--- config.mk ---
export PLATFORM = sky130hd
export DESIGN_NAME = mem_wb_regs
export DESIGN_NICKNAME = d
export VERILOG_FILES = /design/src/rv_pipe_pkg.sv /design/src/mem_wb_regs.sv
export VERILOG_INCLUDE_DIRS = /design/src
export SDC_FILE = /design/constraint.sdc
export NUM_CORES = 1
export LEC_CHECK = 0
export ABC_CLOCK_PERIOD_IN_PS = 800
export BUFFER_PORTS_ARGS = -buffer_cell sky130_fd_sc_hd__buf_2
export CORE_ASPECT_RATIO = 0.6
export CORE_MARGIN = 1
export CORE_UTILIZATION = 33
export CTS_CLUSTER_DIAMETER = 40
export CTS_CLUSTER_SIZE = 14
export DETAILED_ROUTE_END_ITERATION = 10
export PLACE_DENSITY = 0.73
export SLEW_MARGIN = 20
export SYNTH_ARGS = -nofsm -noshare
export SYNTH_HDL_FRONTEND = slang
export SYNTH_SLANG_ARGS = --single-unit
export TNS_END_PERCENT = 1
--- constraint.sdc ---
create_clock -name clk -period 0.8 [get_ports clk]
set_clock_uncertainty 0.2 [all_clocks]
set_input_delay 0.04 -clock clk [delete_from_list [all_inputs] [get_ports clk]]
set_output_delay 0.04 -clock clk [all_outputs]
set_load 0.005 [all_outputs]
--- src/rv_defs.svh ---
`ifndef RV_DEFS_SVH
`define RV_DEFS_SVH

// datapath widths
`define XLEN         32
`define REG_ADDR_W   5
`define CSR_ADDR_W   12

// data RAM size in words (2**DMEM_ADDR_W)
`define DMEM_ADDR_W  8

// ==================================================
// machine CSR addresses
// ==================================================
`define CSR_MSCRATCH 12'h340
`define CSR_MTVEC    12'h305
`define CSR_MEPC     12'h341
`define CSR_MCAUSE   12'h342

`endif

--- src/rv_pipe_pkg.sv ---
`include "rv_defs.svh"

package rv_pipe_pkg;

    typedef logic [`XLEN-1:0]   xword_t;
    typedef logic [`XLEN/8-1:0] byte_en_t;   // one bit per byte lane

    // load unit: one wait cycle for the synchronous RAM read
    typedef enum logic {
        LSU_IDLE      = 1'b0,
        LSU_LOAD_WAIT = 1'b1
    } lsu_state_e;

    // source of the register write data
    typedef enum logic [1:0] {
        WB_ALU = 2'd0,
        WB_MEM = 2'd1,
        WB_PC4 = 2'd2,
        WB_CSR = 2'd3
    } wb_src_e;

endpackage

--- src/mem_wb_regs.sv ---
`timescale 1ns/10ps
`include "rv_defs.svh"

module mem_wb_regs import rv_pipe_pkg::*; (
    input  logic                   clk,
    input  logic                   rst_n,

    input  logic                   wr_reg_n_in,
    output logic                   wr_reg_n_out,

    input  logic [`REG_ADDR_W-1:0] rd_in,
    output logic [`REG_ADDR_W-1:0] rd_out,

    input  xword_t                 wdata_in,
    output xword_t                 wdata_out
);

    // writes to x0 go through, the register file drops them
    always_ff @(posedge clk or negedge rst_n) begin
        if (!rst_n) begin
            wr_reg_n_out <= 1'b1;
            rd_out       <= 'x;
            wdata_out    <= 'x;
        end else begin
            wr_reg_n_out <= wr_reg_n_in;
            rd_out       <= rd_in;
            wdata_out    <= wdata_in;
        end
    end

endmodule

# Word level (Yosys, flattened, before mapping)
# Cells that the tools add are included.
[totals] register_bits=38 inputBits=40 out_inout_bits=38 wordCells=3

# Longest topological paths before layout
[depth] word_depth=0 ltp_mapped=0 ltp_nobuf=0

# Worst setup path before layout
# Ideal clock, no wire load.
[synth_path] kind="register to output" from="reg wr_reg_n_out" to="out wr_reg_n_out" arrival_time_ps=501 required_ps=560 slack_ps=59 path_stages_with_launch=1 n_path_buf=0 path_cell_list="dfstp_2"
[synth_lines] element="start, declared" line="mem_wb_regs.sv:9" source="output logic wr_reg_n_out,"
[synth_lines] element="start signal, assigned" line="mem_wb_regs.sv:25" source="wr_reg_n_out <= wr_reg_n_in;"
# No word-level cell between the ends.

# Final worst setup path
[layout_path] from="reg wr_reg_n_out" to="out wr_reg_n_out"
# No word-level cell between the ends.

==> results.yml <==
route:
  via_per_inst: 4.06
  drc_errors: 8
  drt_pass1_iterations: 6
  wirelength_mm: 2.68
  vias: 795
  drt_iter0_markers: 32
  drtAntennaViolNets: 0
  wl_per_cell_um: 13.7
place:
  io_buffers: 77
  dp_hpwl_mm: 1.52
  gp_congestion: 0.623
  pre_cts_ws_ps: -23.8
sta:
  rsz0062_at_grt: "true"
  finalMaxSlewViolations: 0
  min_period_ps: 1150
  maxSlewHeadroom: 0.928
  setup_ws_ps: -351
  setup_viol: 38
  worstMarginPinSlew_ps: 108
  max_freq_ghz: 0.869
  finalCritPeriodShare: 1.44
  tns_ps: -8020
  hold_violations: 0
cts:
  cts_buffers: 5
  cts_root_buf: "clkbuf_8"
  clock_path_buffers: 2
  postCtsSetupBuffers: 0
  h-tree-depth: 2
  ctsResizeCount: 0
  clkTransAtPathRegs_ps: 80
  tritoncts: "yes"
  cts_sinks: 38
pwr:
  peakVddDrop_mv: 1.11
  p_leak_nw: 0.973
  p_per_area_nw_per_um2: 1990
  p_total_mw: 3.79
floorplanning:
  fp.dieArea_um2: 3110
  start_util: 0.365
  die-width_um: 71.3
  io_pins: 78
  num_rows: 14
  die_h_um: 43.6
  core_um2: 2610
final_layout:
  mostFrequentLayoutCells: "buf_2, dlygate4sd3_1, dfrtp_1"
  layout.nets: 203
  fin_util: 0.729
  multi_input_area_um2: 0
  drive_gt1_frac: 0.537
  layout_commonest_cell: "buf_2"
  diodes: 0
  final.fill_count: 172
  synthToLayoutAreaGrowth_pct: 99.9
  multi_input_comb_cells: 0
grt:
  grt_pass1_vias: 874
  antenna_found_initial: 0
  grt_pass1_wl_mm: 4.00
  gr-usage-all-layers: 0.190
  overflow: 0
  grt_max_degree: 21
critical_path:
  slowest_stage: "dfstp_2"
  cp_max_fo: 1
  crit_arrival_ps: 910
  cp_top_family: "flip-flops"
  cp-start-kind: "flip-flop"
  crit_required_ps: 560
  critPathKind: "flip-flop to output port"
  worst_setup_path_end_kind: "output port"
  critPathBufInv: 1
  cpPeakStageDelay_ps: 530
  cp_cell_sequence: "buf_2"
synth:
  synthDistinctLibCells: 2
  yosysSeqAreaShare: 1.00
  syn-num-nets: 78
  syn_inst: 38
  netlist_area_um2: 952
  yosysWarnings: 0
  syn_area_per_cell_um2: 25.1
  ys_ff_latch: 38
outcome:
  violations: "design-rule violations, negative setup slack"
  status: "finished with violations"
job:
  cap_violations: 0
worst_hold_path:
  hold_class: "input port to async pin"
## timing repair
| action | CTS | global route |
|---|---|---|
| gates cloned | 0 | 0 |
| setup endpoints to repair | 38 | 38 |
| hold endpoints to repair | 76 | 0 |
| hold buffers | 39 | 0 |
## layout make-up
type                  count  area (um^2)  share of cell area
Clock buffer              6         82.6              0.0434
Clock inverter            2         12.5             0.00657
Sequential cell          38          952               0.500
Tap cell                 32         40.0              0.0210
Timing Repair Buffer    118          816               0.429
## cells in the mapped netlist
cell | number | area (um^2)
dfrtp_1 | 37 | 926
dfstp_2 | 1 | 26.3
## metrics by stage
stage	cell area (um^2)	instances	hold slack, ps
6_report	1900	196	67.3
5_1_grt	1900	196	83.7
4_1_cts	1900	196	77.4
3_5_place_dp	1420	149	-176
3_3_place_gp	1420	149	-183
2_1_floorplan	952	38	-456
## where the power goes
group | internal (mW) | switching [mW] | total (mW)
Sequential | 2.02 | 0.0266 | 2.05
Clock | 0.692 | 0.639 | 1.33
Combinational | 0.273 | 0.144 | 0.417
## metal layers
metal | share of wire | global-route usage | routed length [um]
met1 | 0.37 | 0.206 | 990
met2 | 0.52 | 0.333 | 1390
met3 | 0.10 | 0.0860 | 281
met4 | 0.0052 | 0.0720 | 14
met5 | 0 | 0 | 0
## flip-flops by register name (all words and copies together) (netlist names)
name and flops:
rd_out 5, wdata_out 32, wr_reg_n_out 1
## logic make-up (layout without fill, tap and decap cells)
logic type             Yosys count  count (layout)  share of synthesized area
buffers and inverters            0             126                          0
DFF                             38              38                       1.00
## path summary, 6_finish.rpt
path                                         from                       to  cells past startpoint  slack, ps
max in group asynchronous                   rst_n   wr_reg_n_out$_DFF_PN1_                      3        120
min                                         rst_n  wdata_out[22]$_DFF_PN0_                      3         70
min in group clk                      wdata_in[1]   wdata_out[1]$_DFF_PN0_                      2        190
max                        wr_reg_n_out$_DFF_PN1_             wr_reg_n_out                      1       -350
Note: power is estimated with default switching activity, not from simulation.
