## src/rv_defs.svh

```systemverilog
`ifndef RV_DEFS_SVH
`define RV_DEFS_SVH

// datapath widths
`define XLEN         32
`define REG_ADDR_W   5
`define CSR_ADDR_W   12

// data RAM size in words (2**DMEM_ADDR_W)
`define DMEM_ADDR_W  8

// ==================================================
// machine CSR addresses
// ==================================================
`define CSR_MSCRATCH 12'h340
`define CSR_MTVEC    12'h305
`define CSR_MEPC     12'h341
`define CSR_MCAUSE   12'h342

`endif

```

## src/rv_isa_pkg.sv

```systemverilog
package rv_isa_pkg;

    // ==================================================
    // RV32I major opcodes, bits [6:0] of the instruction
    // ==================================================
    typedef enum logic [6:0] {
        OPC_LOAD   = 7'b0000011,
        OPC_STORE  = 7'b0100011,
        OPC_OP     = 7'b0110011,
        OPC_OP_IMM = 7'b0010011,
        OPC_LUI    = 7'b0110111,
        OPC_AUIPC  = 7'b0010111,
        OPC_JAL    = 7'b1101111,
        OPC_JALR   = 7'b1100111,
        OPC_BRANCH = 7'b1100011,
        OPC_SYSTEM = 7'b1110011   // csr instructions live here
    } opcode_e;

    // ==================================================
    // funct3 of loads and stores
    // ==================================================
    typedef enum logic [2:0] {
        MW_B  = 3'b000,   // byte, sign extended on load
        MW_H  = 3'b001,   // halfword, sign extended on load
        MW_W  = 3'b010,
        MW_BU = 3'b100,   // load only
        MW_HU = 3'b101    // load only
    } mem_width_e;

endpackage

```

## src/rv_pipe_pkg.sv

```systemverilog
`include "rv_defs.svh"

package rv_pipe_pkg;

    typedef logic [`XLEN-1:0]   xword_t;
    typedef logic [`XLEN/8-1:0] byte_en_t;   // one bit per byte lane

    // load unit: one wait cycle for the synchronous RAM read
    typedef enum logic {
        LSU_IDLE      = 1'b0,
        LSU_LOAD_WAIT = 1'b1
    } lsu_state_e;

    // source of the register write data
    typedef enum logic [1:0] {
        WB_ALU = 2'd0,
        WB_MEM = 2'd1,
        WB_PC4 = 2'd2,
        WB_CSR = 2'd3
    } wb_src_e;

endpackage

```

## src/ex_mem_regs.sv

```systemverilog
`timescale 1ns/10ps
`include "rv_defs.svh"

module ex_mem_regs import rv_isa_pkg::*, rv_pipe_pkg::*; (
    input  logic                   clk,
    input  logic                   rst_n,
    input  logic                   interlock,

    input  xword_t                 pc4_in,
    output xword_t                 pc4_out,

    input  xword_t                 b_in,
    output xword_t                 b_out,

    input  xword_t                 c_in,
    output xword_t                 c_out,

    input  xword_t                 z_in,
    output xword_t                 z_out,

    input  mem_width_e             funct3_in,
    output mem_width_e             funct3_out,

    input  logic [`REG_ADDR_W-1:0] rd_in,
    output logic [`REG_ADDR_W-1:0] rd_out,

    input  logic [`CSR_ADDR_W-1:0] csr_addr_in,
    output logic [`CSR_ADDR_W-1:0] csr_addr_out,

    input  opcode_e                opcode_in,
    output opcode_e                opcode_out,

    input  logic                   wr_reg_n_in,
    output logic                   wr_reg_n_out,

    input  logic                   wr_csr_n_in,
    output logic                   wr_csr_n_out,

    input  logic                   flush_in,
    output logic                   flush_out
);

    always_ff @(posedge clk or negedge rst_n) begin
        if (!rst_n) begin
            pc4_out      <= 'x;
            b_out        <= 'x;
            c_out        <= 'x;
            z_out        <= 'x;
            funct3_out   <= mem_width_e'(3'bx);
            rd_out       <= 'x;
            csr_addr_out <= 'x;
            opcode_out   <= opcode_e'(7'bx);
            wr_reg_n_out <= 1'b1;   // no register write
            wr_csr_n_out <= 1'b1;   // no csr write
            flush_out    <= 1'b0;
        end else if (!interlock) begin
            pc4_out      <= pc4_in;
            b_out        <= b_in;
            c_out        <= c_in;
            z_out        <= z_in;
            funct3_out   <= funct3_in;
            rd_out       <= rd_in;
            csr_addr_out <= csr_addr_in;
            opcode_out   <= opcode_in;
            wr_reg_n_out <= wr_reg_n_in;
            wr_csr_n_out <= wr_csr_n_in;
            flush_out    <= flush_in;
        end
        // interlock high: every field holds
    end

endmodule

```

## config.mk

```make
export PLATFORM = sky130hd
export DESIGN_NAME = ex_mem_regs
export DESIGN_NICKNAME = d
export VERILOG_FILES = /design/src/rv_isa_pkg.sv /design/src/rv_pipe_pkg.sv /design/src/ex_mem_regs.sv
export VERILOG_INCLUDE_DIRS = /design/src
export SDC_FILE = /design/constraint.sdc
export NUM_CORES = 1
export LEC_CHECK = 0
export ABC_AREA = 1
export BUFFER_PORTS_ARGS = -buffer_cell sky130_fd_sc_hd__buf_2
export CAP_MARGIN = 20
export CORE_MARGIN = 5
export CORE_UTILIZATION = 40
export DETAILED_ROUTE_END_ITERATION = 8
export GPL_TIMING_DRIVEN = 1
export PLACE_DENSITY = 0.75
export SKIP_LAST_GASP = 1
export SYNTH_ARGS = -nofsm -noshare
export SYNTH_HDL_FRONTEND = slang
export SYNTH_SLANG_ARGS = --single-unit
```

## constraint.sdc

```tcl
create_clock -name clk -period 0.8 [get_ports clk]
set_input_delay 0.08 -clock clk [delete_from_list [all_inputs] [get_ports clk]]
set_output_delay 0.08 -clock clk [all_outputs]
set_load 0.02 [all_outputs]
```

== After elaboration in Yosys (flattened, before gate mapping) ==
Index checks and enable logic that the tools add are counted.

* Register bits after elaboration: 158
* Bits of input ports: 161
* Output and inout port bits: 158
* Word-level logic and storage cells: 11

== Logic depth before layout (Yosys ltp) ==
* Depth in word-level cells: 0
* Gate-level depth with buffers: 6
* Mapped depth without buffers: 3

== Least setup slack after synthesis ==
OpenSTA, ideal clock, no wires.

* Kind: flip-flop to flip-flop
* Start: register, netlist name wr_csr_n_out
* End: register wr_csr_n_out
* Setup time: 60 ps
* Data arrival time: 681 ps
* Data required time: 740 ps
* Slack: 59 ps
* Stages on the path, launching flop included: 3
* Buffers on the path: 0
* Period minus slack after synthesis: 741 ps
* Cells stage by stage: dfstp_2 > nand2_1 > nand2_1

{| class="wikitable"
|+ RTL lines
! element !! line !! RTL
|-
| end signal, assigned || ex_mem_regs.sv:66 || <nowiki>wr_csr_n_out <= wr_csr_n_in;</nowiki>
|-
| end, declared || ex_mem_regs.sv:37 || <nowiki>output logic wr_csr_n_out,</nowiki>
|}

== Final worst setup path ==
* Start: register wr_reg_n_out
* End: output wr_reg_n_out

{| class="wikitable"
|+ RTL lines
! element !! line !! RTL
|-
| start, declared || ex_mem_regs.sv:34 || <nowiki>output logic wr_reg_n_out,</nowiki>
|-
| start signal, assigned || ex_mem_regs.sv:65 || <nowiki>wr_reg_n_out <= wr_reg_n_in;</nowiki>
|}

No word-level cell between the ends.

==> impl_metrics.toml <==
[status]
status = "finished with violations"
violations = "setup timing"

[layout]
final_util = 0.822
layout-drive-gt1-share = 0.389
final-instance-count-excl-fill = 1466
regArea_um2 = 3960
final_nets = 1421
multi_input_area_um2 = 1820
finish.instance_area_um2 = 12000
syn_to_final_growth_pct = 101
n_fill_cell = 657

[global_routing]
grt_overflow_total = 0
grt_max_degree = 80
grt_pass1_vias = 7910
grt_util_all_layers = 0.300
antenna_found_initial = 7
grt_pass1_wl_um = 41700

[yosys]
synth_top_cell_area_share = 0.653
ys_ff_latch = 158
ys_warn_count = 0
netlist_area_um2 = 5980
seq_area_frac_synth = 0.662
yosysTopAreaCell = "dfrtp_1"
synth_area_leaders = "dfrtp_1 (65%), nand2_1 (30%), buf_4 (1.9%), buf_2 (1.3%), dfstp_2 (0.88%)"
syn_inst = 668
avgSynthCellArea_um2 = 8.95
synth_nets = 829
netlist-cell-type-count = 7

[floorplan]
die_y_um = 132
ioPinCount = 319
floorplan.initialDensity = 0.410
coreArea_um2 = 14600
die_area_um2 = 17500
dieWidth_um = 132
fp-row-count = 44

[cts]
cts_buffers = 17
cts_tree = "built"
cts.sinks = 158
clk_latency_ns = 0.42
cts_root_buffer = "clkbuf_16"
cts.path.max_buffers = 2
path_clk_slew_ns = 0.06
htreeDepth = 4

[worst_setup_path]
setup.worst_path.start_class = "flip-flop"
critical_path_class = "flip-flop to output pin"
critical_path_required_ns = 0.72
path_max_fanout = 2
endpoint_kind = "output pin"
path_cells = "buf_6"
crit_buf_inv = 1
crit_arrival_ns = 1.08
crit_family = "flip-flops"
slowest_delay_ns = 0.55
slowest_stage = "dfstp_2"

[power]
power_mw = 24.0
irDropWorstVdd_v = 0.00140
p_per_area_nw_per_um2 = 2000
p_leak_nw = 6.56

[job]
drv_cap = 0

[drt]
drt-total-wl_um = 30100
drc = 0
dr_total_vias = 7536
final_antenna_net_count = 0
wl_per_cell_um = 20.5
vias_per_cell = 5.14
drt_iter0_drc = 566
firstDrtPassIters = 6

[sta]
skew_ns = 0
slew_violations = 0
slew_headroom = 0.751
finalHoldViolCount = 0
fmax_mhz = 859
rsz0062_at_grt = "true"
worst_pin_slew_ns = 0.374
finalCritPeriodShare = 1.46
setup_ws_ns = -0.365
setup_viol = 183
fin_crit_ns = 1.16
fin_hold_ws_ns = 0.106

[placement]
portBuffers = 318
place_inst = 1173
gp_congestion = 0.833
placed_area_um2 = 8010
hpwl_um = 13000

[worst_hold_path]
min_path_type = "input port to async pin"
==> state kept, by name, indices dropped and copies added (netlist names) <==
name,count
opcode_out,7
wr_reg_n_out,1
funct3_out,3
csr_addr_out,12
rd_out,5
c_out,32
wr_csr_n_out,1
z_out,32
b_out,32
pc4_out,32
flush_out,1
==> cell usage after synthesis (all sizes together) <==
cell and number:
dfrtp 156, buf 35, dfstp 2, inv 1
nand2 474
==> cell usage in the layout, fill, tap and decap left out, drive strengths merged <==
master / synthesis / layout
inv: 1 / 1
dfstp: 2 / 2
buf: 35 / 449
bufinv: 0 / 4
dfrtp: 156 / 156
clkinv: 0 / 5
dlygate4sd3: 0 / 159
clkbuf: 0 / 19
clkinvlp: 0 / 2
nand2: 474 / 474
diode: 0 / 11
==> repair_timing <==
action,in CTS,in global routing
endpoints found under the setup margin,158,167
pin swaps,0,7
buffers inserted,35,66
hold buffers,159,0
gates resized for setup,316,23
hold endpoints to repair,315,0
==> logic make-up after synthesis <==
kind of cell | share of synthesized area
buffers and inverters | 0.0408
and+or+nand+nor | 0.298
DFF | 0.662
==> final timing paths <==
path	slack, ns	end	start	cells past startpoint
max	-0.36	wr_reg_n_out	wr_reg_n_out$_DFFE_PN1N_	1
min reg2reg	0.49	wr_reg_n_out$_DFFE_PN1N_	wr_reg_n_out$_DFFE_PN1N_	2
min in group clk	0.11	wr_reg_n_out$_DFFE_PN1N_	interlock	4
min	0.11	pc4_out[15]$_DFFE_PN0N_	rst_n	2
max reg2reg	-0.13	b_out[19]$_DFFE_PN0N_	b_out[19]$_DFFE_PN0N_	4
max in group asynchronous	0.18	b_out[18]$_DFFE_PN0N_	rst_n	3
==> worst register-to-register path, cell delays in order, from the launching register on <==
cell	delay (ns)
dfrtp_1	0.40
buf_4	0.15
buf_4	0.12
nand2_1	0.06
nand2_1	0.08
==> cell type report <==
| cell class | count | share of cell area |
|---|---|---|
| repair buffers | 608 | 0.446 |
| diodes | 11 | 0.00230 |
| inverters | 1 | 0.000522 |
| clock inverters | 11 | 0.0140 |
| multi-input cells | 474 | 0.152 |
| clock buffers | 19 | 0.0369 |
| well taps | 184 | 0.0192 |
| flip-flops and latches | 158 | 0.330 |
==> power breakdown <==
part | internal, mW | switching (mW)
registers | 8.71 | 0.635
clock network | 5.27 | 3.32
logic | 3.13 | 2.91
==> stage by stage <==
stage / TNS, ns / worst slack, ns
detailed placement: -0.308 / -0.0187
global placement: -0.0192 / -0.0123
global route: -44.35 / -0.403
CTS: -38.31 / -0.382
floorplan: 0 / 0.0589
finish: -39.56 / -0.365
==> metal layers <==
| metal | track usage | routed length, µm | vias to the layer above | part of all wire |
|---|---|---|---|---|
| li1 | - | - | 3187 | - |
| met1 | 0.307 | 9710 | 3568 | 0.32 |
| met2 | 0.524 | 15200 | 586 | 0.50 |
| met3 | 0.0908 | 2630 | 195 | 0.087 |
| met4 | 0.202 | 2570 | 0 | 0.086 |
| met5 | 0 | 0 | - | 0 |
No activity file was read; power rests on OpenSTA's default activity.
