[src/rv_defs.svh]
`ifndef RV_DEFS_SVH
`define RV_DEFS_SVH

// datapath widths
`define XLEN         32
`define REG_ADDR_W   5
`define CSR_ADDR_W   12

// data RAM size in words (2**DMEM_ADDR_W)
`define DMEM_ADDR_W  8

// ==================================================
// machine CSR addresses
// ==================================================
`define CSR_MSCRATCH 12'h340
`define CSR_MTVEC    12'h305
`define CSR_MEPC     12'h341
`define CSR_MCAUSE   12'h342

`endif

[src/rv_pipe_pkg.sv]
`include "rv_defs.svh"

package rv_pipe_pkg;

    typedef logic [`XLEN-1:0]   xword_t;
    typedef logic [`XLEN/8-1:0] byte_en_t;   // one bit per byte lane

    // load unit: one wait cycle for the synchronous RAM read
    typedef enum logic {
        LSU_IDLE      = 1'b0,
        LSU_LOAD_WAIT = 1'b1
    } lsu_state_e;

    // source of the register write data
    typedef enum logic [1:0] {
        WB_ALU = 2'd0,
        WB_MEM = 2'd1,
        WB_PC4 = 2'd2,
        WB_CSR = 2'd3
    } wb_src_e;

endpackage

[src/csr_regs.sv]
`timescale 1ns/10ps
`include "rv_defs.svh"

module csr_regs import rv_pipe_pkg::*; (
    input  logic                   clk,
    input  logic                   rst_n,
    input  logic [`CSR_ADDR_W-1:0] addr,
    input  logic                   we,
    input  xword_t                 wdata,
    output xword_t                 rdata
);

    xword_t mscratch;
    xword_t mtvec;
    xword_t mepc;
    xword_t mcause;

    always_comb begin
        case (addr)
            `CSR_MSCRATCH: rdata = mscratch;
            `CSR_MTVEC:    rdata = mtvec;
            `CSR_MEPC:     rdata = mepc;
            `CSR_MCAUSE:   rdata = mcause;
            default:       rdata = '0;   // unimplemented csr
        endcase
    end

    always_ff @(posedge clk or negedge rst_n) begin
        if (!rst_n) begin
            mscratch <= '0;
            mtvec    <= '0;
            mepc     <= '0;
            mcause   <= '0;
        end else if (we) begin
            case (addr)
                `CSR_MSCRATCH: mscratch <= wdata;
                `CSR_MTVEC:    mtvec    <= wdata;
                `CSR_MEPC:     mepc     <= wdata;
                `CSR_MCAUSE:   mcause   <= wdata;
                default:       ;
            endcase
        end
    end

endmodule

[config.mk]
export PLATFORM = sky130hd
export DESIGN_NAME = csr_regs
export DESIGN_NICKNAME = d
export VERILOG_FILES = /design/src/rv_pipe_pkg.sv /design/src/csr_regs.sv
export VERILOG_INCLUDE_DIRS = /design/src
export SDC_FILE = /design/constraint.sdc
export NUM_CORES = 1
export LEC_CHECK = 0
export BUFFER_PORTS_ARGS = -buffer_cell sky130_fd_sc_hd__buf_2
export CAP_MARGIN = 0
export CORE_MARGIN = 8
export CORE_UTILIZATION = 46
export DETAILED_ROUTE_END_ITERATION = 16
export PLACE_DENSITY_LB_ADDON = 0.05
export SLEW_MARGIN = 20
export SYNTH_ARGS = -nofsm -noshare
export SYNTH_HDL_FRONTEND = slang
export SYNTH_SLANG_ARGS = --single-unit
[constraint.sdc]
create_clock -name clk -period 2.2 [get_ports clk]
set_input_delay 0.33 -clock clk [delete_from_list [all_inputs] [get_ports clk]]
set_output_delay 0.33 -clock clk [all_outputs]
set_load 0.02 [all_outputs]
# Word-level counts from Yosys, hierarchy flattened
# Cells that the tools add are included.
[op_classes]
eq_ne = 4
muxes = 1
n_reduce_logical = 4
[op_table]
columns = ["operator", "n"]
rows = [
  ["$pmux 32 s4", 1],
  ["$eq 12x10->1 const B", 4],
  ["$reduce_and 2->1", 4],
]
[word_totals]
output_inout_bits = 32
word_cells = 13
ff_bits = 128
input_bits = 47

# Logic depth before layout (Yosys ltp)
# Gate-level depths: netlist (run 1).
[logic_depth]
depth_word = 2
depth_mapped = 6
depth_no_buf = 3

# Worst setup path after synthesis (run 1)
# Ideal clock, no wire load.
[synth_timing]
path_kind = "in2out"
from = "input addr[10]"
to = "output rdata[11]"
n_path_buf = 1
required_time_ns = 1.870
t_arrival_ns = 2.364
path_stages = 4
setup_slack_ns = -0.494
cell_sequence = "nand4bb_2 > or2_1 > clkbuf_1 > a2111oi_0"
[synth_via]
elab_chain_len = 2
word_cells_on_any_way = 5
cone_classes = "eq/ne (4); mux (1)"
[synth_rtl]
columns = ["element", "line_no", "text"]
rows = [
  ["from (decl)", "csr_regs.sv:7", "input logic [`CSR_ADDR_W-1:0] addr,"],
  ["$eq 12x10->1", "csr_regs.sv:19", "case (addr)"],
  ["$pmux 32 s4 (*)", "csr_regs.sv:19", ""],
  ["to (decl)", "csr_regs.sv:10", "output xword_t rdata"],
]
# Mark *: on every way between the ends. The rest lies on a longest branch, timed or not.

# Final worst setup path (run 1)
[layout_timing]
from = "input addr[5]"
to = "output rdata[20]"
# Same word-level chain as after synthesis.

==> metrics, run 1 <==
GRT Overall Usage 0.186; Vias 4535; multi-input logic area 0.00336 mm^2; fin area 0.00831 mm^2; CP Capture Type output port; slew of the pin with the lowest slew margin 495 ps; Clock Power Share 0.497; Initial Util 0.470; max-slew violation count 0; unrepaired setup endpoints after global routing yes; clk sinks 128; io pins 79; CTS tree built; Critical Path Source addr[5]; most instantiated cells after synthesis 151 x mux2_2, 128 x dfrtp_1, 65 x and3b_1; Leak 4.20 nW; DRT Pass-1 Iters 4; CTS root buf clkbuf_16; startpoint types input port; Row Count 43; vias in the first global route 4847; DPL Wire Length 11.1 mm; fillers 1113; VDD IR-drop max 0.453 mV; Die Y-Extent 135 um; Pint 4.23 mW; number of buffers created by CTS 17; CTS Buffer Depth 2; Pwr Density 648 mW/mm^2; Placed Cells 775; Hold/Removal Path Class in -> reg; clk slew on worst S/H paths 50 ps; relative slew slack 0.670; IO Port Bufs 78; gpl congestion 0.729; top-count cell post-synth mux2_2; Mapped Area 0.00653 mm^2; fin crit share 0.985; status finished, final reports clean; Hold Vio Cnt, Final 0; total gr overflow 0; Seq/Total Area, Yosys 0.491; Yosys cell types 25; drt via density 5.61; die area 0.0183 mm^2; max frequency 0.462 GHz; Post-synth EDFFs 0; sequential cell area 0.00320 mm^2; Placed Area 0.00743 mm^2; Post-DRT Antenna Nets 0; # Max-Cap Violations 0; Yosys warning count 0; DRC violation count after routing 0; flops & latches, synth 128; final wirelength 16.3 mm; initial DRC count 211; switching power 1.15 mW; initial antenna violation count 0; WP data required 1870 ps; critical path peak fanout 8; sequential power share 0.440; switch share 0.214; Mean Syn Cell Area 12.8 um^2; Avg WL per Cell 20.1 um; Area growth syn-to-layout 27.3%; Final min period 2170 ps; fin cells 808; Worst Hold Launch wdata[28]; Synth area leader dfrtp_1; Yosys top cell area share 0.491; final setup violation count 0; number of diodes 0; Reg2Reg Launch Point mtvec[27]; H-tree Lvls 4; r2r setup slk 1410 ps; Worst-Skew Late Latency 400 ps; CP arrival 1840 ps; first-pass GRT wire length 26.6 mm; Mapped Nets 557; Final nets 665; WS Path Type in -> out; async set-reset flop share out of synthesis 1.00; share of total power in combinational logic 0.063; Clock Skew 0 ps; total core area 0.0139 mm^2; Cells after Synth 510; top area cells in the synthesized netlist dfrtp_1 49%, mux2_2 26%, and3b_1 8.7%; predominant post-synthesis flop cell dfrtp_1; fin util 0.599; pin count of the biggest net entering global routing 57; Die Span X 135 um; share of cells above drive strength 1 0.546
-- logic make-up (layout without fill, tap and decap cells) --
group	after synthesis	after routing	synth area share
muxes	160	160	0.276
DFF	128	128	0.491
and+or+nand+nor	114	114	0.136
AOI/OAI and AO/OA	65	65	0.0619
buffers and inverters	43	161	0.0355
-- path summary, 6_finish.rpt --
check | to | depth (start not counted)
setup / recovery | rdata[20] | 7
hold / removal | mepc[28] | 2
setup reg to reg | mtvec[27] | 1
hold reg to reg | mepc[29] | 1
max in group asynchronous | mscratch[5] | 3
min in group asynchronous | mepc[9] | 2
-- worst max-delay path, stage by stage --
cell     delay, ps
buf_2          100
or3_4          380
or2_4          300
buf_6          190
buf_4          180
a21oi_1        170
buf_4          180
-- cell type report --
cell class	count	area share
Clock buffer	24	0.0628
Clock inverter	5	0.00632
Multi-Input combinational cell	339	0.404
Sequential cell	128	0.385
Tap cell	180	0.0271
Timing Repair Buffer	132	0.114
-- metal layers --
metal	GRT usage	routed length (um)	vias up
met2	0.298	7990	75
met3	0.0486	715	12
met4	0.0518	147	0
met1	0.243	7400	2356
li1	-	-	2092
met5	0	0	-
-- state kept, by name, indices dropped and copies added, names as in the netlist --
signal    cells
mcause       32
mscratch     32
mtvec        32
mepc         32
-- cells in the final DEF (no fill, tap or decap), types with 11 or more instances in the layout --
cell	count
a2111oi_2	12
a21oi_1	11
and3b_1	65
buf_2	63
buf_4	56
clkbuf_16	17
dfrtp_1	128
mux2_2	151
nand2_1	34
o21ai_0	24
-- power groups by stage --
| stage | registers [mW] | clock network (mW) | logic, mW |
|---|---|---|---|
| after floorplan | 2.41 | 0 | 0.107 |
| after global placement | 2.41 | 0 | 0.309 |
| after detailed placement | 2.41 | 0 | 0.318 |
| after CTS | 2.37 | 2.74 | 0.325 |
| after global routing | 2.37 | 2.85 | 0.366 |
| final | 2.37 | 2.68 | 0.337 |
-- what timing repair did --
action	in CTS	in global routing
endpoints found under the setup margin	25	25
hold buffers	1	0
hold endpoints to repair	32	0
buffers inserted	0	3
resized for setup	13	36
-- stage by stage --
stage | setup TNS, ps | power (mW) | worst slack, ps | hold slack, ps
final | 0 | 5.39 | 33.4 | 182
after CTS | -24.9 | 5.44 | -11.3 | 173
after global routing | -71.5 | 5.59 | -20.4 | 182
after floorplan | -5070 | 2.52 | -267 | 34.4
after detailed placement | -1680 | 2.73 | -161 | 331
after global placement | -767 | 2.72 | -131 | 319
(Power assumes the default switching activity.)
==> inputs of run 2 (changes only) <==
--- a/config.mk
+++ b/config.mk
@@ -12,6 +12,7 @@
 export CORE_UTILIZATION = 46
 export DETAILED_ROUTE_END_ITERATION = 16
 export PLACE_DENSITY_LB_ADDON = 0.05
+export SETUP_SLACK_MARGIN = 0.4
 export SLEW_MARGIN = 20
 export SYNTH_ARGS = -nofsm -noshare
 export SYNTH_HDL_FRONTEND = slang
==> run 2 against run 1 <==
Against the previous run: non-clock buffer count stayed put; combinational power is 21% higher; wire length is 13% higher; register-to-register slack hardly changed; critical endpoint is now rdata[11]; fmax is 3.5% higher; via count is 2.5% higher; worst hold slack better by 9.3 ps; clock skew stayed put; total power is 11% higher; cell area is 14% higher; clock-buffer cell count is 1 lower; core utilization is 8.6 points higher.
==> metrics, run 2 (synthesis results as in run 1) <==
io pins 79; H-tree Lvls 4; slew of the pin with the lowest slew margin 592 ps; max frequency 0.478 GHz; share of total power in combinational logic 0.068; Pwr Density 630 mW/mm^2; delay-heaviest family, CP simple AND/OR/NAND/NOR gates; most common cell after layout, fill and taps aside dfrtp_1; final setup violation count 0; top sig layer met4; max-slew violation count 0; DRC violation count after routing 0; sequential cell area 0.00320 mm^2; total gr overflow 0; relative slew slack 0.605; Initial Util 0.470; Worst-Skew Late Latency 420 ps; Worst Setup EP rdata[11]; CTS root buf clkbuf_16; Hold Path Stages 2; gpl congestion 0.778; Critical Path Source addr[7]; Die Y-Extent 135 um; switching power 1.29 mW; Crit path buffers/inverters 3; Clock Skew 0 ps; total core area 0.0139 mm^2; Vias 4649; number of buffers created by CTS 17; r2r setup slk 1420 ps; initial antenna violation count 0; CTS Buffer Depth 2; WS Path Type in -> out; CTS tree built; Hold/Removal Path Class in -> reg; worst path cell trace buf_6 > or3_4 > or2_4 > buf_12 > a2111oi_4 > buf_4; Row Count 43; critical path depth 6; total negative slack 0 ps; vias in the first global route 5190; Placed Area 0.00832 mm^2; Area growth syn-to-layout 45.5%; IO Port Bufs 78; die area 0.0183 mm^2; sequential power share 0.396; CP arrival 1760 ps; Crit path largest cell delay 380 ps; Hold WS 191 ps; clk slew on worst S/H paths 50 ps; fin area 0.00950 mm^2; share of cells above drive strength 1 0.590; multi-input logic area 0.00410 mm^2; Crit-path slowest cell or3_4; Worst R2R Path Depth 1; DPL Wire Length 11.3 mm; WL met1 8.71 mm; switch share 0.216; reg2reg end mscratch[7]; pin count of the biggest net entering global routing 49; Final nets 665; critical path peak fanout 7; DRT Pass-1 Iters 4; WL met3 934 um; Final min period 2090 ps; startpoint types input port; Pint 4.69 mW; first-pass GRT wire length 29.7 mm; fin crit share 0.951; WP data required 1870 ps; Avg WL per Cell 22.7 um; unrepaired setup endpoints after global routing yes; VDD IR-drop max 0.538 mV; clk sinks 128; drt via density 5.73; Die Span X 135 um; GRT Overall Usage 0.210; final wirelength 18.4 mm; Design Power 5.98 mW; CP Capture Type output port; initial DRC count 204; status finished, final reports clean; # Max-Cap Violations 0; Hold Vio Cnt, Final 0; number of diodes 0; most frequent cells in the layout 128 x dfrtp_1, 107 x mux2_4, 65 x and3b_1; fin util 0.685; Leak 4.43 nW; Clock Power Share 0.535; fillers 988; Post-DRT Antenna Nets 0; metal2 WL 8.51 mm; Reg2Reg Launch Point mscratch[7]
==> run 2: layout make-up <==
class                      instances  area share
timing repair buffer             132       0.137
multi-input combinational        339       0.431
clock inverter                     9      0.0186
tap                              180      0.0237
sequential                       128       0.337
clock buffer                      23      0.0524
==> run 2: worst min-delay path by stage <==
| stage | startpoint | to |
|---|---|---|
| after floorplan | rst_n | mcause[0] |
| after global placement | rst_n | mepc[10] |
| after detailed placement | rst_n | mepc[10] |
| after CTS | wdata[5] | mcause[5] |
| after global routing | wdata[6] | mscratch[6] |
| final | wdata[14] | mtvec[14] |
==> run 2: metrics by stage <==
stage          setup slack [ps]  std cells
6_report                    108        811
5_1_grt                    62.2        811
4_1_cts                     121        808
3_5_place_dp               37.3        761
3_3_place_gp               53.4        761
2_1_floorplan               237        510
==> run 2: repair_timing <==
action,4_1_cts,5_1_grt
pin swaps,11,6
hold buffers,1,0
hold endpoints to repair,39,0
gates resized for setup,74,19
setup endpoints to repair,32,37
buffers inserted,11,2
cloned,3,1
==> run 2: layer usage <==
layer / GRT usage / vias up
met1: 0.291 / 2418
met3: 0.0497 / 20
met2: 0.314 / 126
met5: 0 / -
met4: 0.0728 / 0
li1: - / 2085
==> run 2: power by group through the flow <==
| stage | logic, mW | registers, mW | clock network (mW) |
|---|---|---|---|
| floorplan | 0.150 | 2.41 | 0 |
| CTS | 0.404 | 2.37 | 3.26 |
| global route | 0.435 | 2.37 | 3.37 |
| global placement | 0.351 | 2.41 | 0 |
| finish | 0.408 | 2.37 | 3.20 |
| detailed placement | 0.360 | 2.41 | 0 |
