--- src/rv_defs.svh ---
`ifndef RV_DEFS_SVH
`define RV_DEFS_SVH

// datapath widths
`define XLEN         32
`define REG_ADDR_W   5
`define CSR_ADDR_W   12

// data RAM size in words (2**DMEM_ADDR_W)
`define DMEM_ADDR_W  8

// ==================================================
// machine CSR addresses
// ==================================================
`define CSR_MSCRATCH 12'h340
`define CSR_MTVEC    12'h305
`define CSR_MEPC     12'h341
`define CSR_MCAUSE   12'h342

`endif

--- src/rv_isa_pkg.sv ---
package rv_isa_pkg;

    // ==================================================
    // RV32I major opcodes, bits [6:0] of the instruction
    // ==================================================
    typedef enum logic [6:0] {
        OPC_LOAD   = 7'b0000011,
        OPC_STORE  = 7'b0100011,
        OPC_OP     = 7'b0110011,
        OPC_OP_IMM = 7'b0010011,
        OPC_LUI    = 7'b0110111,
        OPC_AUIPC  = 7'b0010111,
        OPC_JAL    = 7'b1101111,
        OPC_JALR   = 7'b1100111,
        OPC_BRANCH = 7'b1100011,
        OPC_SYSTEM = 7'b1110011   // csr instructions live here
    } opcode_e;

    // ==================================================
    // funct3 of loads and stores
    // ==================================================
    typedef enum logic [2:0] {
        MW_B  = 3'b000,   // byte, sign extended on load
        MW_H  = 3'b001,   // halfword, sign extended on load
        MW_W  = 3'b010,
        MW_BU = 3'b100,   // load only
        MW_HU = 3'b101    // load only
    } mem_width_e;

endpackage

--- src/rv_pipe_pkg.sv ---
`include "rv_defs.svh"

package rv_pipe_pkg;

    typedef logic [`XLEN-1:0]   xword_t;
    typedef logic [`XLEN/8-1:0] byte_en_t;   // one bit per byte lane

    // load unit: one wait cycle for the synchronous RAM read
    typedef enum logic {
        LSU_IDLE      = 1'b0,
        LSU_LOAD_WAIT = 1'b1
    } lsu_state_e;

    // source of the register write data
    typedef enum logic [1:0] {
        WB_ALU = 2'd0,
        WB_MEM = 2'd1,
        WB_PC4 = 2'd2,
        WB_CSR = 2'd3
    } wb_src_e;

endpackage

--- src/mem_stage.sv ---
`timescale 1ns/10ps
`include "rv_defs.svh"

module mem_stage import rv_isa_pkg::*, rv_pipe_pkg::*; (
    input  logic                    clk,
    input  logic                    rst_n,
    input  xword_t                  pc4,
    input  xword_t                  b,
    input  xword_t                  c,
    input  xword_t                  z,
    input  mem_width_e              funct3,
    input  logic [`REG_ADDR_W-1:0]  rd,
    input  logic [`CSR_ADDR_W-1:0]  csr_addr,
    input  opcode_e                 opcode,
    input  logic                    wr_reg_n,
    input  logic                    wr_csr_n,
    input  logic                    flush,
    input  xword_t                  ram_rdata,
    input  xword_t                  csr_rdata,
    output logic                    stall,
    output logic [`DMEM_ADDR_W-1:0] ram_addr,
    output byte_en_t                ram_be,
    output xword_t                  ram_wdata,
    output logic                    ram_we,
    output logic [`CSR_ADDR_W-1:0]  csr_addr_o,
    output logic                    csr_we,
    output xword_t                  csr_wdata,
    output logic                    wb_wr_n,
    output logic [`REG_ADDR_W-1:0]  wb_rd,
    output xword_t                  wb_wdata
);

    logic       is_load;
    logic       is_store;
    logic [1:0] offset;     // byte offset in the word truncated to the access size
    byte_en_t   be_base;
    xword_t     st_data;
    xword_t     ld_shift;
    xword_t     ld_data;
    wb_src_e    wb_src;
    lsu_state_e state;
    lsu_state_e state_nxt;

    // an unknown opcode out of reset decodes as neither
    always_comb begin
        is_load  = 1'b0;
        is_store = 1'b0;
        case (opcode)
            OPC_LOAD:  is_load  = 1'b1;
            OPC_STORE: is_store = 1'b1;
            default:   ;
        endcase
    end

    // ==================================================
    // alignment
    // ==================================================
    always_comb begin
        case (funct3)
            MW_B, MW_BU: begin
                offset  = z[1:0];
                be_base = 4'b0001;
                st_data = {{(`XLEN-8){1'b0}}, b[7:0]};
            end
            MW_H, MW_HU: begin
                offset  = {z[1], 1'b0};
                be_base = 4'b0011;
                st_data = {{(`XLEN-16){1'b0}}, b[15:0]};
            end
            default: begin
                offset  = 2'b00;
                be_base = 4'b1111;
                st_data = b;
            end
        endcase
    end

    assign ram_addr  = z[`DMEM_ADDR_W+1:2];
    assign ram_be    = be_base << offset;
    assign ram_wdata = st_data << {offset, 3'b000};
    assign ram_we    = is_store && !flush;

    // load moves the addressed lane down and extends it
    assign ld_shift = ram_rdata >> {offset, 3'b000};

    always_comb begin
        case (funct3)
            MW_B:    ld_data = {{(`XLEN-8){ld_shift[7]}}, ld_shift[7:0]};
            MW_BU:   ld_data = {{(`XLEN-8){1'b0}}, ld_shift[7:0]};
            MW_H:    ld_data = {{(`XLEN-16){ld_shift[15]}}, ld_shift[15:0]};
            MW_HU:   ld_data = {{(`XLEN-16){1'b0}}, ld_shift[15:0]};
            default: ld_data = ld_shift;
        endcase
    end

    // ==================================================
    // load FSM
    // ==================================================
    always_ff @(posedge clk or negedge rst_n) begin
        if (!rst_n) begin
            state <= LSU_IDLE;
        end else begin
            state <= state_nxt;
        end
    end

    always_comb begin
        state_nxt = state;
        case (state)
            LSU_IDLE:      if (is_load && !flush) state_nxt = LSU_LOAD_WAIT;
            LSU_LOAD_WAIT: state_nxt = LSU_IDLE;   // ram data valid this cycle
            default:       state_nxt = LSU_IDLE;
        endcase
    end

    assign stall = (state == LSU_IDLE) && is_load && !flush;

    // csr access with the old value going to rd
    assign csr_addr_o = csr_addr;
    assign csr_we     = !wr_csr_n && !flush;
    assign csr_wdata  = c;

    // ==================================================
    // writeback
    // ==================================================
    always_comb begin
        case (opcode)
            OPC_LOAD:          wb_src = WB_MEM;
            OPC_JAL, OPC_JALR: wb_src = WB_PC4;
            OPC_SYSTEM:        wb_src = WB_CSR;
            default:           wb_src = WB_ALU;
        endcase
    end

    always_comb begin
        case (wb_src)
            WB_MEM:  wb_wdata = ld_data;
            WB_PC4:  wb_wdata = pc4;
            WB_CSR:  wb_wdata = csr_rdata;
            default: wb_wdata = z;
        endcase
    end

    assign wb_wr_n = wr_reg_n || flush || stall;   // bubble while the load waits
    assign wb_rd   = rd;

endmodule

--- config.mk ---
export PLATFORM = sky130hd
export DESIGN_NAME = mem_stage
export DESIGN_NICKNAME = d
export VERILOG_FILES = /design/src/rv_isa_pkg.sv /design/src/rv_pipe_pkg.sv /design/src/mem_stage.sv
export VERILOG_INCLUDE_DIRS = /design/src
export SDC_FILE = /design/constraint.sdc
export NUM_CORES = 1
export LEC_CHECK = 0
export ABC_AREA = 1
export BUFFER_PORTS_ARGS = -buffer_cell sky130_fd_sc_hd__buf_4
export CAP_MARGIN = 20
export CELL_PAD_IN_SITES_DETAIL_PLACEMENT = 2
export CELL_PAD_IN_SITES_GLOBAL_PLACEMENT = 2
export CORE_UTILIZATION = 12
export CTS_CLUSTER_DIAMETER = 100
export CTS_CLUSTER_SIZE = 8
export DETAILED_ROUTE_END_ITERATION = 10
export GPL_TIMING_DRIVEN = 0
export PLACE_DENSITY = 0.86
export SYNTH_ARGS = -nofsm -noshare
export SYNTH_HDL_FRONTEND = slang
export SYNTH_SLANG_ARGS = --single-unit
--- constraint.sdc ---
create_clock -name clk -period 2.04 [get_ports clk]
set_input_delay 0.408 -clock clk [delete_from_list [all_inputs] [get_ports clk]]
set_output_delay 0.408 -clock clk [all_outputs]
set_load 0.005 [all_outputs]
[After elaboration in Yosys (flattened, before gate mapping)]
Index checks and enable logic that the tools add are counted.
Word-level totals
  memory bits (read-only): 0
  memory bits (writable): 0
  logic and storage cells: 39
  register bits after elaboration: 1
  bits in latches: 0
  memories kept: 0
  output and inout bits: 129
Operators by class
  order comparisons: 0
  eq/ne operators: 11
  shifts and indexed selects: 3
  bitwise logic cells: 1
  $add $sub $neg: 0
  mux-type cells: 10
  divide/modulo/power cells: 0
  multiply operators: 0
  reductions and logical operators: 13
Operator list (number)
  $pmux 32 s4: 1
  $pmux 32 s3: 1
  $pmux 32 s2: 1
  $shl 32x5->32: 1
  $shr 32x5->32: 1
  $eq 7x7->1 const B: 3
  $pmux 4 s2: 1
  $eq 7x2->1 const B: 1
  $eq 7x6->1 const B: 1
  $eq 3x3->1 const B: 2
  $pmux 2 s3: 1
  $reduce_or 2->1: 3
  $logic_and 1x1->1: 5
  $eq 2x2->1 const B: 2
  $pmux 2 s2: 1
  $shl 4x2->4: 1
  $eq 3x1->1 const B: 1
  $logic_not 3->1: 1
  $mux 1: 3
  $eq 2x1->1 const B: 1
  $logic_not 1->1: 2
  $logic_or 1x1->1: 2
  $pmux 1 s2: 1
  $not 1->1: 1

[Depth between registers and ports, before layout]
  word-level depth: 6
  mapped depth: 11
  mapped depth without buffers: 9

[Worst setup path after synthesis]
No wires, ideal clock.
  kind: input-to-output
  from: input funct3[1]
  to: output wb_wdata[22]
  arrival: 1411 ps
  required time: 1632 ps
  setup slack: 221 ps
  buffers on the path: 3
  stages on the path: 11
  cell sequence: buf_6 > nor2_8 > nand2_4 > buf_6 > buf_6 > nand2_2 > o21ai_1 > o21ai_0 > inv_1 > nand2_1 > nand3_1
Between the ends
  longest elaborated chain between the ends: 6
Ends and longest elaborated chain
  from (decl): line mem_stage.sv:11  | input mem_width_e funct3,
  $eq 3x3->1, or another cell as far along: line mem_stage.sv:59, mem_stage.sv:87
  $reduce_or 2->1: line mem_stage.sv:59  | case (funct3)
  $pmux 2 s2: line mem_stage.sv:59
  $shr 32x5->32: line mem_stage.sv:84  | assign ld_shift = ram_rdata >> {offset, 3'b000};
  $pmux 32 s4 *: line mem_stage.sv:87  | case (funct3)
  $pmux 32 s3 *: line mem_stage.sv:136  | case (wb_src)
  to (decl): line mem_stage.sv:30  | output xword_t wb_wdata
Mark *: on every way between the ends. The rest lies on a longest branch, timed or not.

[Worst setup path after layout]
  from: input funct3[0]
  to: output wb_wdata[1]
Between the ends
  longest elaborated chain between the ends: 6
Ends and longest elaborated chain (line)
  $eq 3x3->1, or another cell as far along: mem_stage.sv:59
  $reduce_or 2->1: mem_stage.sv:59
  $pmux 2 s2 *: mem_stage.sv:59
  $shr 32x5->32 *: mem_stage.sv:84
  $pmux 32 s4 *: mem_stage.sv:87
  $pmux 32 s3 *: mem_stage.sv:136
Marks and branches as above.

==> impl_results.md <==
- Routed length per placed instance: around 18 um
- Most frequent cells in the layout: buf_4 (373), nand2_1 (157), nand3_1 (53), inv_1 (49), nand2_2 (35)
- Full die area: 22930 sq um
- Final Net Count: between 1000 and 1500
- Fmax: approximately 0.48 GHz
- Sw Ratio: a little over two fifths
- Max_cap viols: 0
- GR Overflow Total: 0
- Post-synthesis sequential area ratio: 0.9341%
- Starting density of the core: between 10% and 20%
- Clock power share: 0%
- Worst flop-to-flop path endpoint: state
- Post-synth top area cell: nand2_1
- Setup TNS: -0.3492 ns
- Die Span Y: 151.4 um
- Final Hold Viols: 0
- Pwr Density: approximately 190 nW/um^2
- Final worst slack: -0.05173 ns
- Largest net degree at the start of global routing: 11
- Top reg by flops: state
- Diode count: 0
- Hold WC Path Type: in2async
- Dpl hpwl: roughly 17000 um
- 1st-iter DRT viols: 100
- Area delta synth->final: 136.6%
- Synthesized area: ~2700 sq um
- Syn Area/Cell: between 4 and 5 sq um
- WP data required: approximately 1.6 ns
- Post-route ant nets: 0
- Synth warnings: 0
- Sequential share of power: 1.7%
- I/O pin count: ~350
- Sequential cell area: 25.02 sq um
- CTS Hold Bufs: 0
- Pre-CTS setup slack: -0.4968 ns
- Avg Vias per Cell: 4.202
- Routed via count: about 4800
- Tot Pwr: ~1.2 mW
- Flop and latch count out of synthesis: 1
- FILL cells: around 2700
- Die W: 151.4 um
- Worst setup startpoint: funct3[0]
- Synth top area share: between 20 and 30%
- Drt first pass iters: 4
- Combinational Power Share: between 90% and 100%
- Crit path time final: 2.092 ns
- Max reg flops: 1
- Core Area: approximately 22000 sq um
- Global Route Usage Sum: between 10% and 20%
- Worst-skew pair later-pin latency: 0 ns
- Synth area leaders: nand2_1 (29%), buf_4 (16%), nand3_1 (15%)
- CP arrival: about 1.7 ns
- Crit. End Element: primary output
- Final Max Slew Viols: 0
- Rows: 54
- Port Buffer Count: a little over 300
- Worst-Margin Slew: about 0.49 ns
- Reg clk slew, reported paths: 0 ns
- Failing checks: setup timing
- Worst rel slew slack: roughly two thirds
- Most common cell after layout, fill and taps aside: buf_4
- Final Setup Violations: 17
- CP max FO: 8
- Area of the multi-input gates: approximately 2300 sq um
- RSZ-0062 raised after global routing: yes
- Vias in the first global route: 5142
- Fraction of layout instances using a drive strength above 1: between 60 and 70%
- RePlAce Congestion: 0.7661
- CP startpoint kind: input pin
- VDD IR-drop max: 76.53 uV
- Drt total wl: between 20000 and 25000 um
- Sw power: approximately 0.50 mW
- Reg2Reg Setup Slack: 1.24 ns
- Unique cell type count in the Yosys netlist: 29
- Reg2reg path depth: 2
- Top Registers: state: 1 flops
- Worst Skew: 0 ns
- Status: finished, violations left
- Utilization after layout: slightly below 30%
- P_int: between 0.6 and 0.7 mW
- Lkg Pwr: ~3.5 nW
- Syn Inst Count: between 500 and 600
- Initial antenna violation count: 1
- Period utilisation layout: 102.5%
- Synth Net Count: between 700 and 800
- First-pass GRT wire length: a little under 30000 um
- RR Startpoint: state
- Crit path kind: in2out
- Number of remaining DRC errors: 0
-- power by group through the flow --
stage                     Combinational [mW]  Clock, mW  Sequential [mW]
after floorplan                        0.363          0           0.0203
after global placement                 0.961          0           0.0203
after detailed placement               0.990          0           0.0203
after CTS                               1.12          0           0.0203
after global routing                    1.26          0           0.0203
final                                   1.16          0           0.0203
-- metal layers --
layer  vias up  share of wire, %  track usage (%)  wire length (um)
met1      2312                38            19.68              8100
met5         -             0.056                0                12
met4         2               1.1            1.600               238
met2       187                55            34.02             11680
li1       2334                 -                -                 -
met3        14               5.8            2.229              1238
-- how the worst max path moves through the flow --
stage | slack [ns] | endpoint | depth (start not counted)
after floorplan | 0.22 | wb_wdata[22] | 11
after detailed placement | -0.50 | wb_wdata[11] | 10
after global placement | -0.44 | wb_wdata[5] | 10
after global routing | -0.13 | wb_wdata[22] | 12
after CTS | -0.08 | wb_wdata[1] | 9
final | -0.05 | wb_wdata[1] | 9
-- cells in the mapped netlist, drive strengths merged --
library cell / instances
nand2: 208
nand3: 83
buf: 70
inv: 60
o21ai: 38
nor2: 29
clkbuf: 17
nand3b: 14
a21oi: 8
o211ai: 7
nor3: 3
nand4: 2
a22oi: 1
dfrtp: 1
nor4: 1
or2: 1
-- metrics by stage --
stage | area (sq um) | cells | hold WS (ns)
after floorplan | 2679 | 543 | 0.1124
after global placement | 5296 | 1125 | 0.1838
after detailed placement | 5296 | 1125 | 0.1842
after CTS | 6111 | 1151 | 0.1842
after global routing | 6339 | 1154 | 0.1874
final | 6339 | 1154 | 0.1834
-- final cells by class --
type | instances | share of cell area (%)
flip-flops and latches | 1 | 0.3948
plain buffers | 83 | 12.00
well taps | 280 | 5.527
multi-input cells | 395 | 35.61
repair buffers | 335 | 42.68
inverters | 60 | 3.790
-- cells by family (layout without fill, tap and decap cells) --
family / count (synthesis) / after routing / synth area share (%)
AND/OR/NAND/NOR: 341 / 341 / 57.78
flip-flops: 1 / 1 / 0.9340
buffers and inverters: 147 / 478 / 30.45
AO/OA/AOI/OAI: 54 / 54 / 10.84
-- critical path: stages --
cell and delay [ns]:
buf_8 0.11, nor2_8 0.14, nand2_8 0.11, buf_12 0.17, buf_8 0.14, o21ai_4 0.19
o211ai_1 0.16, nand3b_1 0.14, buf_4 0.12
-- repair_timing --
action / in CTS / in global routing
setup endpoints to repair: 61 / 47
cloned: 8 / 0
pin swaps: 34 / 38
gates resized for setup: 148 / 75
setup buffers: 22 / 4
(Power assumes the default switching activity.)
